--- src/rtl/l2_cache_pkg.sv ---
package l2_cache_pkg;

    localparam int unsigned addr_bits   = 16;
    localparam int unsigned offset_bits = 4;                 // 16-byte lines
    localparam int unsigned line_bits   = 8 << offset_bits;  // 128
    localparam int unsigned num_ways    = 8;
    localparam int unsigned way_bits    = 3;

    typedef logic [addr_bits-1:0] l2_word;
    typedef logic [line_bits-1:0] l2_cacheline;
    typedef logic [way_bits-1:0]  l2_way_idx;

    // tree pseudo-LRU of one set
    // bit 0 root, bit 1 ways 0-3, bit 4 ways 4-7
    // bit 3 pair 0/1, bit 2 pair 2/3, bit 5 pair 4/5, bit 6 pair 6/7
    typedef logic [num_ways-2:0] l2_lru_bits;

    typedef struct packed {
        logic hit;
        logic dirty;
    } l2_way_status;

    typedef l2_way_status [num_ways-1:0] l2_way_state;

    typedef struct packed {
        logic v_in;       // only set on a fill
        logic d_in;
        logic load_v;
        logic load_d;
        logic load_line;
    } l2_way_ctl;

    typedef struct packed {
        l2_way_ctl [num_ways-1:0] way;
        logic                     load_lru;
    } l2_ctl;

endpackage

--- src/rtl/l2_cache_lru.sv ---
module l2_cache_lru
    import l2_cache_pkg::*;
#(
    parameter int unsigned set_bits = 3
) (
    input  logic                clk,
    input  logic                rst_n,
    input  logic [set_bits-1:0] set_index,
    input  logic                load,
    input  l2_lru_bits          lru_next,
    output l2_lru_bits          lru_bits,
    output l2_way_idx           victim
);

    localparam int unsigned num_sets = 1 << set_bits;

    l2_lru_bits tree_q [num_sets];

    always_ff @(posedge clk or negedge rst_n) begin
        if (!rst_n) begin
            for (int s = 0; s < num_sets; s++) begin
                tree_q[s] <= '0;  // first victim is way 0
            end
        end else if (load) begin
            tree_q[set_index] <= lru_next;
        end
    end

    assign lru_bits = tree_q[set_index];

    // walk from the root down to a leaf
    always_comb begin
        if (!lru_bits[0]) begin
            if (!lru_bits[1]) begin
                victim = lru_bits[3] ? 3'd1 : 3'd0;
            end else begin
                victim = lru_bits[2] ? 3'd3 : 3'd2;
            end
        end else begin
            if (!lru_bits[4]) begin
                victim = lru_bits[5] ? 3'd5 : 3'd4;
            end else begin
                victim = lru_bits[6] ? 3'd7 : 3'd6;
            end
        end
    end

endmodule

--- config.mk ---
export PLATFORM = sky130hd
export DESIGN_NAME = l2_cache_lru
export DESIGN_NICKNAME = d
export VERILOG_FILES = /design/src/rtl/l2_cache_pkg.sv /design/src/rtl/l2_cache_lru.sv
export SDC_FILE = /design/constraint.sdc
export NUM_CORES = 1
export LEC_CHECK = 0
export BUFFER_PORTS_ARGS = -buffer_cell sky130_fd_sc_hd__buf_2
export CORE_MARGIN = 5
export CORE_UTILIZATION = 53
export CTS_BUF_LIST = sky130_fd_sc_hd__clkbuf_16
export CTS_CLUSTER_DIAMETER = 40
export CTS_CLUSTER_SIZE = 16
export DETAILED_ROUTE_END_ITERATION = 12
export GPL_ROUTABILITY_DRIVEN = 0
export PLACE_DENSITY = 0.73
export SETUP_SLACK_MARGIN = 0.4
export SLEW_MARGIN = 15
export SYNTH_ARGS = -nofsm -noshare
export SYNTH_HDL_FRONTEND = slang
export SYNTH_SLANG_ARGS = --single-unit
--- constraint.sdc ---
create_clock -name clk -period 2.2 [get_ports clk]
set_input_delay 0.44 -clock clk [delete_from_list [all_inputs] [get_ports clk]]
set_output_delay 0.44 -clock clk [all_outputs]
set_load 0.02 [all_outputs]
==> flow_summary.yaml <==
outcome:
  status: "finished, violations left"
  violations: "negative setup slack"
clock_network:
  cts_buffer_depth: 2
  cts_sinks: 56
  cts_buffers: 5
  cts.clk_slew.worst_paths_ns: 0.07
  clk_latency_ns: 0.29
  cts_root_buffer: "clkbuf_16"
  cts_tree: "yes"
  cts_max_level: 2
worst_setup_path:
  end_kind: "primary output"
  worstPathMaxFanout: 7
  r2r_slack_ns: 1.31
  worstSetupPathType: "in2out"
  cp.required_ns: 1.76
  arrival_ns: 1.91
  start_kind: "input pin"
layout:
  final_cell_mix: "mux2_2, dfrtp_1, buf_4, buf_6"
  final_area_um2: 3512
  final_cell_count_no_fill: 304
  regMostFlops: "tree_q"
  syn_to_final_growth_pct: 30.92
  nNetsFinal: 249
  layout-drive-gt1-share_pct: 67.93
  layout_commonest_cell: "mux2_2"
  largest_register_ffs: 56
  largest_registers: "tree_q x56"
  diodes: 0
detailed_routing:
  drt-total-wl_um: 6378
  vias: 1701
  routed_via_density: 5.595
  dr.pass1.iters: 4
  initialDrtViolationCount: 67
  drtAntennaViolNets: 0
  drc: 0
  drt-wirelength-per-cell_um: 20.98
placed_design:
  placed_area_um2: 3078
  place_inst: 286
  io_buffers: 22
  dp_slack_ns: -0.2837
  dp_hpwl_um: 4429
yosys:
  ys_warn_count: 0
  synth_cell_type_count: 27
  synthCells: 174
  syn_area_per_cell_um2: 15.42
  synth.cell_area_um2: 2683
  ys_ff_latch: 56
  syn-num-nets: 187
  ys_seq_area_share_pct: 52.24
global_route:
  grt_overflow_total: 0
  grt_pass1_vias: 1979
  antenna_found_initial: 0
  grt_pass1_wl_um: 10300
  grt.total_usage_pct: 21.51
  grt_max_degree: 25
power:
  p_int_uw: 2256
  combPwrFrac_pct: 31.4
  powerDensity_nw_per_um2: 883.8
  peakVddDrop_uv: 564.9
  p_clk_share_pct: 23.9
  seq_power_share_pct: 44.7
  switchingPower_uw: 848.4
  switching_share_pct: 27.33
  p_leak_uw: 0.001568
  finalPower_uw: 3104
die:
  dieArea_um2: 6585
  start_util_pct: 55.69
  io_pins: 23
  rows: 25
  die_w_um: 81.15
  core_um2: 4817
  die_h_um: 81.15
timing:
  fin_hold_ws_ns: 0.09629
  slew-limit-headroom_pct: 69.28
  finalCritPeriodShare_pct: 106.8
  worst_clock_skew_ns: 0
  post-route-min-period_ns: 2.350
  rsz0062_at_grt: "true"
  finalHoldViolations: 0
  worstMarginPinSlew_ns: 0.4607
  fmax_mhz: 425.5
  layout_setup_ws_ns: -0.1499
  final_max_slew_viol_count: 0
  setup_viol: 6
min_path:
  hold_class: "in2async"
job:
  maxCapViolCount: 0
==> final timing paths <==
| check | depth (start not counted) | endpoint | start |
|---|---|---|---|
| min reg2reg | 1 | tree_q[26]$_DFFE_PN0P_ | tree_q[26]$_DFFE_PN0P_ |
| max | 7 | victim[0] | set_index[0] |
| min in group clk | 2 | tree_q[15]$_DFFE_PN0P_ | lru_next[1] |
| min | 1 | tree_q[26]$_DFFE_PN0P_ | rst_n |
| max in group asynchronous | 2 | tree_q[45]$_DFFE_PN0P_ | rst_n |
| max reg2reg | 2 | tree_q[21]$_DFFE_PN0P_ | tree_q[21]$_DFFE_PN0P_ |
==> power groups by stage <==
| stage | Sequential [uW] | Combinational [uW] | Clock (uW) |
|---|---|---|---|
| finish | 1390 | 974 | 742 |
| global route | 1410 | 1040 | 794 |
| CTS | 1380 | 924 | 752 |
| detailed placement | 1400 | 778 | 0 |
| global placement | 1370 | 752 | 0 |
| floorplan | 1340 | 555 | 0 |
==> logic make-up after synthesis <==
family                 Yosys count  share of synthesized area, %
buffers and inverters           13                         2.985
AND/OR/NAND/NOR                 18                         4.011
AO/OA/AOI/OAI                    7                         1.773
multiplexers                    80                         38.99
flip-flops                      56                         52.24
==> layer usage <==
layer | track usage [%] | up-vias | part of all wire (%)
li1 | - | 769 | -
met1 | 26.51 | 886 | 40
met2 | 38.10 | 32 | 54
met3 | 3.437 | 14 | 3.1
met4 | 7.770 | 0 | 2.2
met5 | 0 | - | 0
==> synth_stat cells <==
library cell | count | share of area, %
buf_4 | 1 | 0.28
inv_1 | 3 | 0.42
nand2_1 | 4 | 0.56
nand4_1 | 2 | 0.47
mux2i_4 | 1 | 0.84
clkbuf_1 | 3 | 0.42
buf_12 | 1 | 0.75
nor2b_1 | 2 | 0.47
nor3_2 | 3 | 1.1
o21ai_0 | 1 | 0.19
buf_6 | 1 | 0.42
mux2i_1 | 4 | 1.5
nand3_1 | 3 | 0.56
a21oi_1 | 1 | 0.19
inv_2 | 1 | 0.14
a22oi_1 | 1 | 0.28
a31oi_1 | 1 | 0.23
o22ai_1 | 1 | 0.23
nor4b_1 | 1 | 0.33
dfrtp_1 | 56 | 52
nor2_1 | 2 | 0.28
buf_2 | 3 | 0.56
mux2_2 | 65 | 27
and3_1 | 1 | 0.23
mux4_2 | 3 | 2.5
a221oi_1 | 2 | 0.65
mux4_1 | 7 | 6.9
==> per-stage QoR <==
step,util (%),TNS [ns]
after global placement,63.90,-0.9863
after detailed placement,63.90,-1.034
after CTS,71.51,-0.3815
after global routing,72.91,-0.7020
final,72.91,-0.4168
after floorplan,-,-0.009278
==> final cells by class <==
| class | count | area (um2) |
|---|---|---|
| Sequential cell | 56 | 1401 |
| Fill cell | 326 | 1305 |
| Multi-Input combinational cell | 105 | 1300 |
| Timing Repair Buffer | 64 | 575.6 |
| Clock buffer | 5 | 125.1 |
| Tap cell | 67 | 83.83 |
| Inverter | 4 | 15.01 |
| Clock inverter | 3 | 11.26 |
==> critical path, cell delays in order <==
cell	delay (ns)
buf_12	0.11
buf_12	0.13
mux4_2	0.49
mux2_4	0.30
mux2i_1	0.17
mux2i_2	0.10
buf_4	0.16
==> repair_timing <==
action,CTS,global route
setup buffers,6,3
gates cloned,1,0
hold buffers,0,0
pin swaps,2,2
endpoints found under the setup margin,15,20
resized for setup,40,13
Power figures use the tool's default switching activity.
