==> config.mk <==
export PLATFORM = sky130hd
export DESIGN_NAME = l2_cache_control
export DESIGN_NICKNAME = d
export VERILOG_FILES = /design/src/rtl/l2_cache_pkg.sv /design/src/rtl/l2_cache_control.sv
export SDC_FILE = /design/constraint.sdc
export NUM_CORES = 1
export LEC_CHECK = 0
export ABC_AREA = 1
export BUFFER_PORTS_ARGS = -buffer_cell sky130_fd_sc_hd__buf_2
export CAP_MARGIN = 20
export CORE_MARGIN = 2
export CORE_UTILIZATION = 39
export CTS_CLUSTER_SIZE = 30
export DETAILED_ROUTE_END_ITERATION = 10
export PLACE_DENSITY = 0.82
export SLEW_MARGIN = 20
export SYNTH_ARGS = -nofsm -noshare
export SYNTH_HDL_FRONTEND = slang
export SYNTH_SLANG_ARGS = --single-unit
==> constraint.sdc <==
create_clock -name clk -period 2.15 [get_ports clk]
set_clock_uncertainty 0.1 [all_clocks]
set_input_delay 0.43 -clock clk [delete_from_list [all_inputs] [get_ports clk]]
set_output_delay 0.43 -clock clk [all_outputs]
set_load 0.02 [all_outputs]
==> src/rtl/l2_cache_pkg.sv <==
package l2_cache_pkg;

    localparam int unsigned addr_bits   = 16;
    localparam int unsigned offset_bits = 4;                 // 16-byte lines
    localparam int unsigned line_bits   = 8 << offset_bits;  // 128
    localparam int unsigned num_ways    = 8;
    localparam int unsigned way_bits    = 3;

    typedef logic [addr_bits-1:0] l2_word;
    typedef logic [line_bits-1:0] l2_cacheline;
    typedef logic [way_bits-1:0]  l2_way_idx;

    // tree pseudo-LRU of one set
    // bit 0 root, bit 1 ways 0-3, bit 4 ways 4-7
    // bit 3 pair 0/1, bit 2 pair 2/3, bit 5 pair 4/5, bit 6 pair 6/7
    typedef logic [num_ways-2:0] l2_lru_bits;

    typedef struct packed {
        logic hit;
        logic dirty;
    } l2_way_status;

    typedef l2_way_status [num_ways-1:0] l2_way_state;

    typedef struct packed {
        logic v_in;       // only set on a fill
        logic d_in;
        logic load_v;
        logic load_d;
        logic load_line;
    } l2_way_ctl;

    typedef struct packed {
        l2_way_ctl [num_ways-1:0] way;
        logic                     load_lru;
    } l2_ctl;

endpackage

==> src/rtl/l2_cache_control.sv <==
module l2_cache_control
    import l2_cache_pkg::*;
(
    input  logic        clk,
    input  logic        rst_n,
    input  logic        mem_read,
    input  logic        mem_write,
    input  l2_way_state way_state,
    input  l2_lru_bits  lru_bits,
    input  l2_way_idx   victim,
    input  logic        pmem_resp,
    output l2_ctl       ctl,
    output l2_lru_bits  lru_next,
    output l2_way_idx   line_sel,
    output logic        addr_from_victim,
    output logic        mem_resp,
    output logic        pmem_read,
    output logic        pmem_write
);

    typedef enum logic [2:0] {
        idle,
        fetch_line,
        write_back,
        recover,
        recover_2
    } state_t;

    state_t    state;
    state_t    next_state;
    logic      req;
    logic      hit;
    l2_way_idx hit_way;

    // point every tree bit on the way's path away from it
    function automatic l2_lru_bits lru_touch(input l2_lru_bits cur, input l2_way_idx w);
        l2_lru_bits nxt;
        nxt = cur;
        nxt[0] = ~w[2];
        if (w[2]) begin
            nxt[4] = ~w[1];
            if (w[1]) begin
                nxt[6] = ~w[0];
            end else begin
                nxt[5] = ~w[0];
            end
        end else begin
            nxt[1] = ~w[1];
            if (w[1]) begin
                nxt[2] = ~w[0];
            end else begin
                nxt[3] = ~w[0];
            end
        end
        return nxt;
    endfunction

    assign req = mem_read ^ mem_write;  // both high is no request

    always_comb begin
        hit = 1'b0;
        hit_way = '0;
        for (int w = 0; w < num_ways; w++) begin
            if (way_state[w].hit) begin
                hit = 1'b1;
                hit_way = l2_way_idx'(w);
            end
        end
    end

    always_comb begin
        ctl = '0;
        lru_next = lru_bits;
        line_sel = victim;
        addr_from_victim = 1'b0;
        mem_resp = 1'b0;
        pmem_read = 1'b0;
        pmem_write = 1'b0;
        next_state = state;

        case (state)
            idle: begin
                if (req && hit) begin
                    mem_resp = 1'b1;
                    line_sel = hit_way;  // steers mem_rdata
                    lru_next = lru_touch(lru_bits, hit_way);
                    ctl.load_lru = 1'b1;
                    if (mem_write) begin
                        ctl.way[hit_way].d_in = 1'b1;
                        ctl.way[hit_way].load_d = 1'b1;
                        ctl.way[hit_way].load_line = 1'b1;
                    end
                    next_state = recover;
                end else if (req) begin
                    if (way_state[victim].dirty) begin
                        next_state = write_back;
                    end else begin
                        next_state = fetch_line;
                    end
                end
            end
            write_back: begin
                pmem_write = 1'b1;
                addr_from_victim = 1'b1;  // victim tag and its line
                if (pmem_resp) begin
                    next_state = fetch_line;
                end
            end
            fetch_line: begin
                pmem_read = 1'b1;
                if (pmem_resp) begin
                    ctl.way[victim].v_in = 1'b1;
                    ctl.way[victim].d_in = 1'b0;
                    ctl.way[victim].load_v = 1'b1;
                    ctl.way[victim].load_d = 1'b1;
                    ctl.way[victim].load_line = 1'b1;
                    next_state = idle;  // completes as a hit there
                end
            end
            recover: next_state = recover_2;
            recover_2: next_state = idle;
            default: next_state = idle;
        endcase
    end

    always_ff @(posedge clk or negedge rst_n) begin
        if (!rst_n) begin
            state <= idle;
        end else begin
            state <= next_state;
        end
    end

endmodule

==> results.rst <==
.. list-table::
   :header-rows: 1

   * - Metric
     - Value
   * - Status
     - finished, final reports clean
   * - FP Rows
     - 18
   * - Max Slew Vio Count
     - 0
   * - Biggest regs
     - state (3)
   * - Number of buffers and inverters on the critical path
     - 2
   * - Most used DFF post-synth
     - dfrtp_1
   * - TritonCTS clock tree
     - built
   * - Share of cells above drive strength 1
     - 50.9%
   * - Total negative slack
     - 0 ps
   * - Root buffer cell
     - clkbuf_4
   * - Cell with the most instances after synthesis
     - inv_1
   * - Static Leak
     - 1.08 nW
   * - Total wire length
     - 3210 um
   * - Initial antenna violation count
     - 0
   * - Total congestion overflow
     - 0
   * - Overall power
     - around 1.2 mW
   * - Post-layout worst setup margin
     - 31.3 ps
   * - Maximum frequency from static timing analysis
     - between 400 and 500 MHz
   * - Non-Filler Instances
     - slightly above 300
   * - Max clock buf depth
     - 2
   * - Net count, final
     - ~300
   * - Total die area
     - 3020 um^2
   * - Half-perimeter wire length after detailed placement
     - 2480 um
   * - First-pass GRT wire length
     - between 4000 and 5000 um
   * - Mean area per synthesized cell
     - 5.25 um^2
   * - Series of cell instances along the critical path
     - inv_2 -> nand3_4 -> nor2_4 -> nand3_2 -> nor2_1 -> nand2_1 -> nand2_1 -> buf_2
   * - Final-layout worst hold slack
     - 347 ps
   * - Number of global-route vias before repair
     - ~1100
   * - Seq/Total Area, Yosys
     - under 10%
   * - Max-slew headroom at the worst pin
     - a little over four fifths
   * - Top-Level Pins
     - between 80 and 90
   * - Clock Sinks
     - 3
   * - Library cell occupying the most area in the post-synthesis netlist
     - inv_1
   * - First-pass iteration count of the detailed router
     - 4
   * - Critical path's slowest cell
     - dfrtp_1
   * - Final min period
     - ~2100 ps
   * - Clock latency on the worst-skew pair
     - 230 ps
   * - Crit path capture type
     - primary output
   * - Fraction of post-synthesis cell area in the top cell type by area
     - 18.1%
   * - Die extent in x
     - 55.0 um
   * - Detail Route Antenna Nets
     - 0
   * - Share of the clock period used by the worst path after layout
     - 98.5%
   * - Number of synthesis warnings
     - 0
   * - Stage delay of the slowest cell on the critical path
     - between 300 and 400 ps
   * - Hold violation count in the final report
     - 0
   * - Die outline height
     - 55.0 um
   * - Total of endpoints with negative setup slack in the final report
     - 0
   * - Critical Path Source Type
     - flip-flop
   * - Slew at the pin closest to its max-slew limit
     - ~250 ps
   * - Average detailed-routed wire length per instance
     - 10.6 um
   * - Peak fanout along the critical path
     - 4
   * - Area of the placeable core
     - roughly 2500 um^2
   * - Worst voltage drop across the vdd grid
     - 0.750 mV
   * - Commonest cells in the synthesized netlist
     - inv_1, nand2_1, buf_4, nor2_1, nand3_1
   * - Starting DRT DRC Count
     - 15
   * - Asr flop ratio synth
     - 100%
   * - Synthesized cell area
     - roughly 1000 um^2
   * - Number of enable flip-flop cells after synthesis
     - 0
   * - Most frequent cell on the critical path
     - nand2_1
   * - Max Cap Viol
     - 0
   * - IO Port Bufs
     - 85
   * - Required @ worst endpoint
     - 1620 ps
   * - Routed via count
     - 1373
   * - Category of the most critical setup path
     - reg2out
   * - Net count of the mapped netlist
     - 224
   * - Number of placed cells counting well taps
     - 293
   * - Number of storage elements in the synthesis netlist
     - 3
   * - Data arrival time of the critical path
     - 1590 ps
   * - Depth of the CTS H-tree
     - 1
   * - Most area-consuming cells after synthesis
     - inv_1, nand2_1, buf_4
   * - Initial core utilization
     - 40.9%
   * - Area growth syn-to-layout
     - 59.1%
   * - Number of instances in the synthesized netlist
     - slightly below 200
   * - Pre-CTS worst setup slack
     - 56.6 ps
   * - Total area of multi-input combinational cells
     - between 700 and 800 um^2
   * - Remaining routing DRC violations
     - 0
   * - Flip-flop count of the largest register, all copies and words added
     - 3
   * - Total clock buffers created by CTS
     - 3
   * - Fill count
     - roughly 230
   * - Reg with most FFs
     - state
   * - Via density per instance
     - 4.53
   * - Ratio of total power to cell area
     - 713 nW/um^2
   * - Pin count of the biggest net entering global routing
     - 11
   * - Setup repair after global routing missed its margin
     - yes
   * - Distinct cell type count after synthesis
     - 24
   * - Hold Path Class
     - reg2reg
   * - Global-route usage over all layers
     - 19.6%
   * - Clock slew seen by the registers of the worst setup and hold paths
     - approximately 40 ps
   * - Placer's final routability congestion estimate
     - 0.858
   * - Register Area
     - 75.1 um^2
   * - Ant diodes
     - 0
   * - Kind of cell adding the most delay to the critical path
     - simple AND/OR/NAND/NOR gates
-- placed cells by master, fill, tap and decap left out, drive strengths merged --
cell type / n
clkbuf: 4
nand2: 51
nand3: 19
buf: 92
o21ai: 9
a21oi: 5
nor2: 27
dfrtp: 3
dlygate4sd3: 1
nand4: 3
o22ai: 1
nor3: 2
clkinv: 1
o21bai: 1
or2: 1
inv: 53
-- final timing paths --
kind                                      start              endpoint  slack, ps  cells past startpoint
max in group asynchronous                 rst_n  state[2]$_DFFE_PN0P_       1430                      2
hold / removal             state[2]$_DFFE_PN0P_  state[2]$_DFFE_PN0P_        350                      1
setup reg to reg           state[0]$_DFFE_PN0P_  state[1]$_DFFE_PN0P_        940                      6
hold reg to reg            state[2]$_DFFE_PN0P_  state[2]$_DFFE_PN0P_        350                      1
setup / recovery           state[0]$_DFFE_PN0P_           lru_next[2]         30                      8
min in group asynchronous                 rst_n  state[0]$_DFFE_PN0P_        420                      2
-- kinds of logic (layout without fill, tap and decap cells) --
logic type,after synthesis,count (layout),synth area share (%)
buf+inv,72,151,33.5
simple gates,102,103,50.5
flops,3,3,7.41
compound gates,16,16,8.64
-- metrics by stage --
stage | cell area, um^2 | utilization [%]
floorplan | 1010 | -
global placement | 1360 | 55.1
detailed placement | 1360 | 55.1
CTS | 1410 | 56.7
global route | 1610 | 65.1
finish | 1610 | 65.1
-- report_power, final --
group          total [mW]  internal [mW]  switching [mW]
logic               0.951          0.318           0.633
registers           0.101         0.0826          0.0181
clock network      0.0984         0.0695          0.0289
-- layout make-up --
cell class	count	area share [%]
clock buffer	4	1.63
inverter	54	13.0
multi-input combinational	119	45.9
sequential	3	4.65
tap	30	2.33
timing repair buffer	93	32.5
-- layer usage --
metal  global-route usage [%]  wire [um]
met2                     35.3       1710
met4                     6.10         27
met1                     24.1       1290
met3                     2.42        187
met5                        0          0
-- timing repair --
action,CTS,global route
pin swaps,0,8
endpoints found under the setup margin,14,47
hold buffers,1,0
setup buffers,0,4
gates resized for setup,2,46
gates cloned,0,1
hold endpoints to repair,3,0
Note: power is estimated with default switching activity, not from simulation.
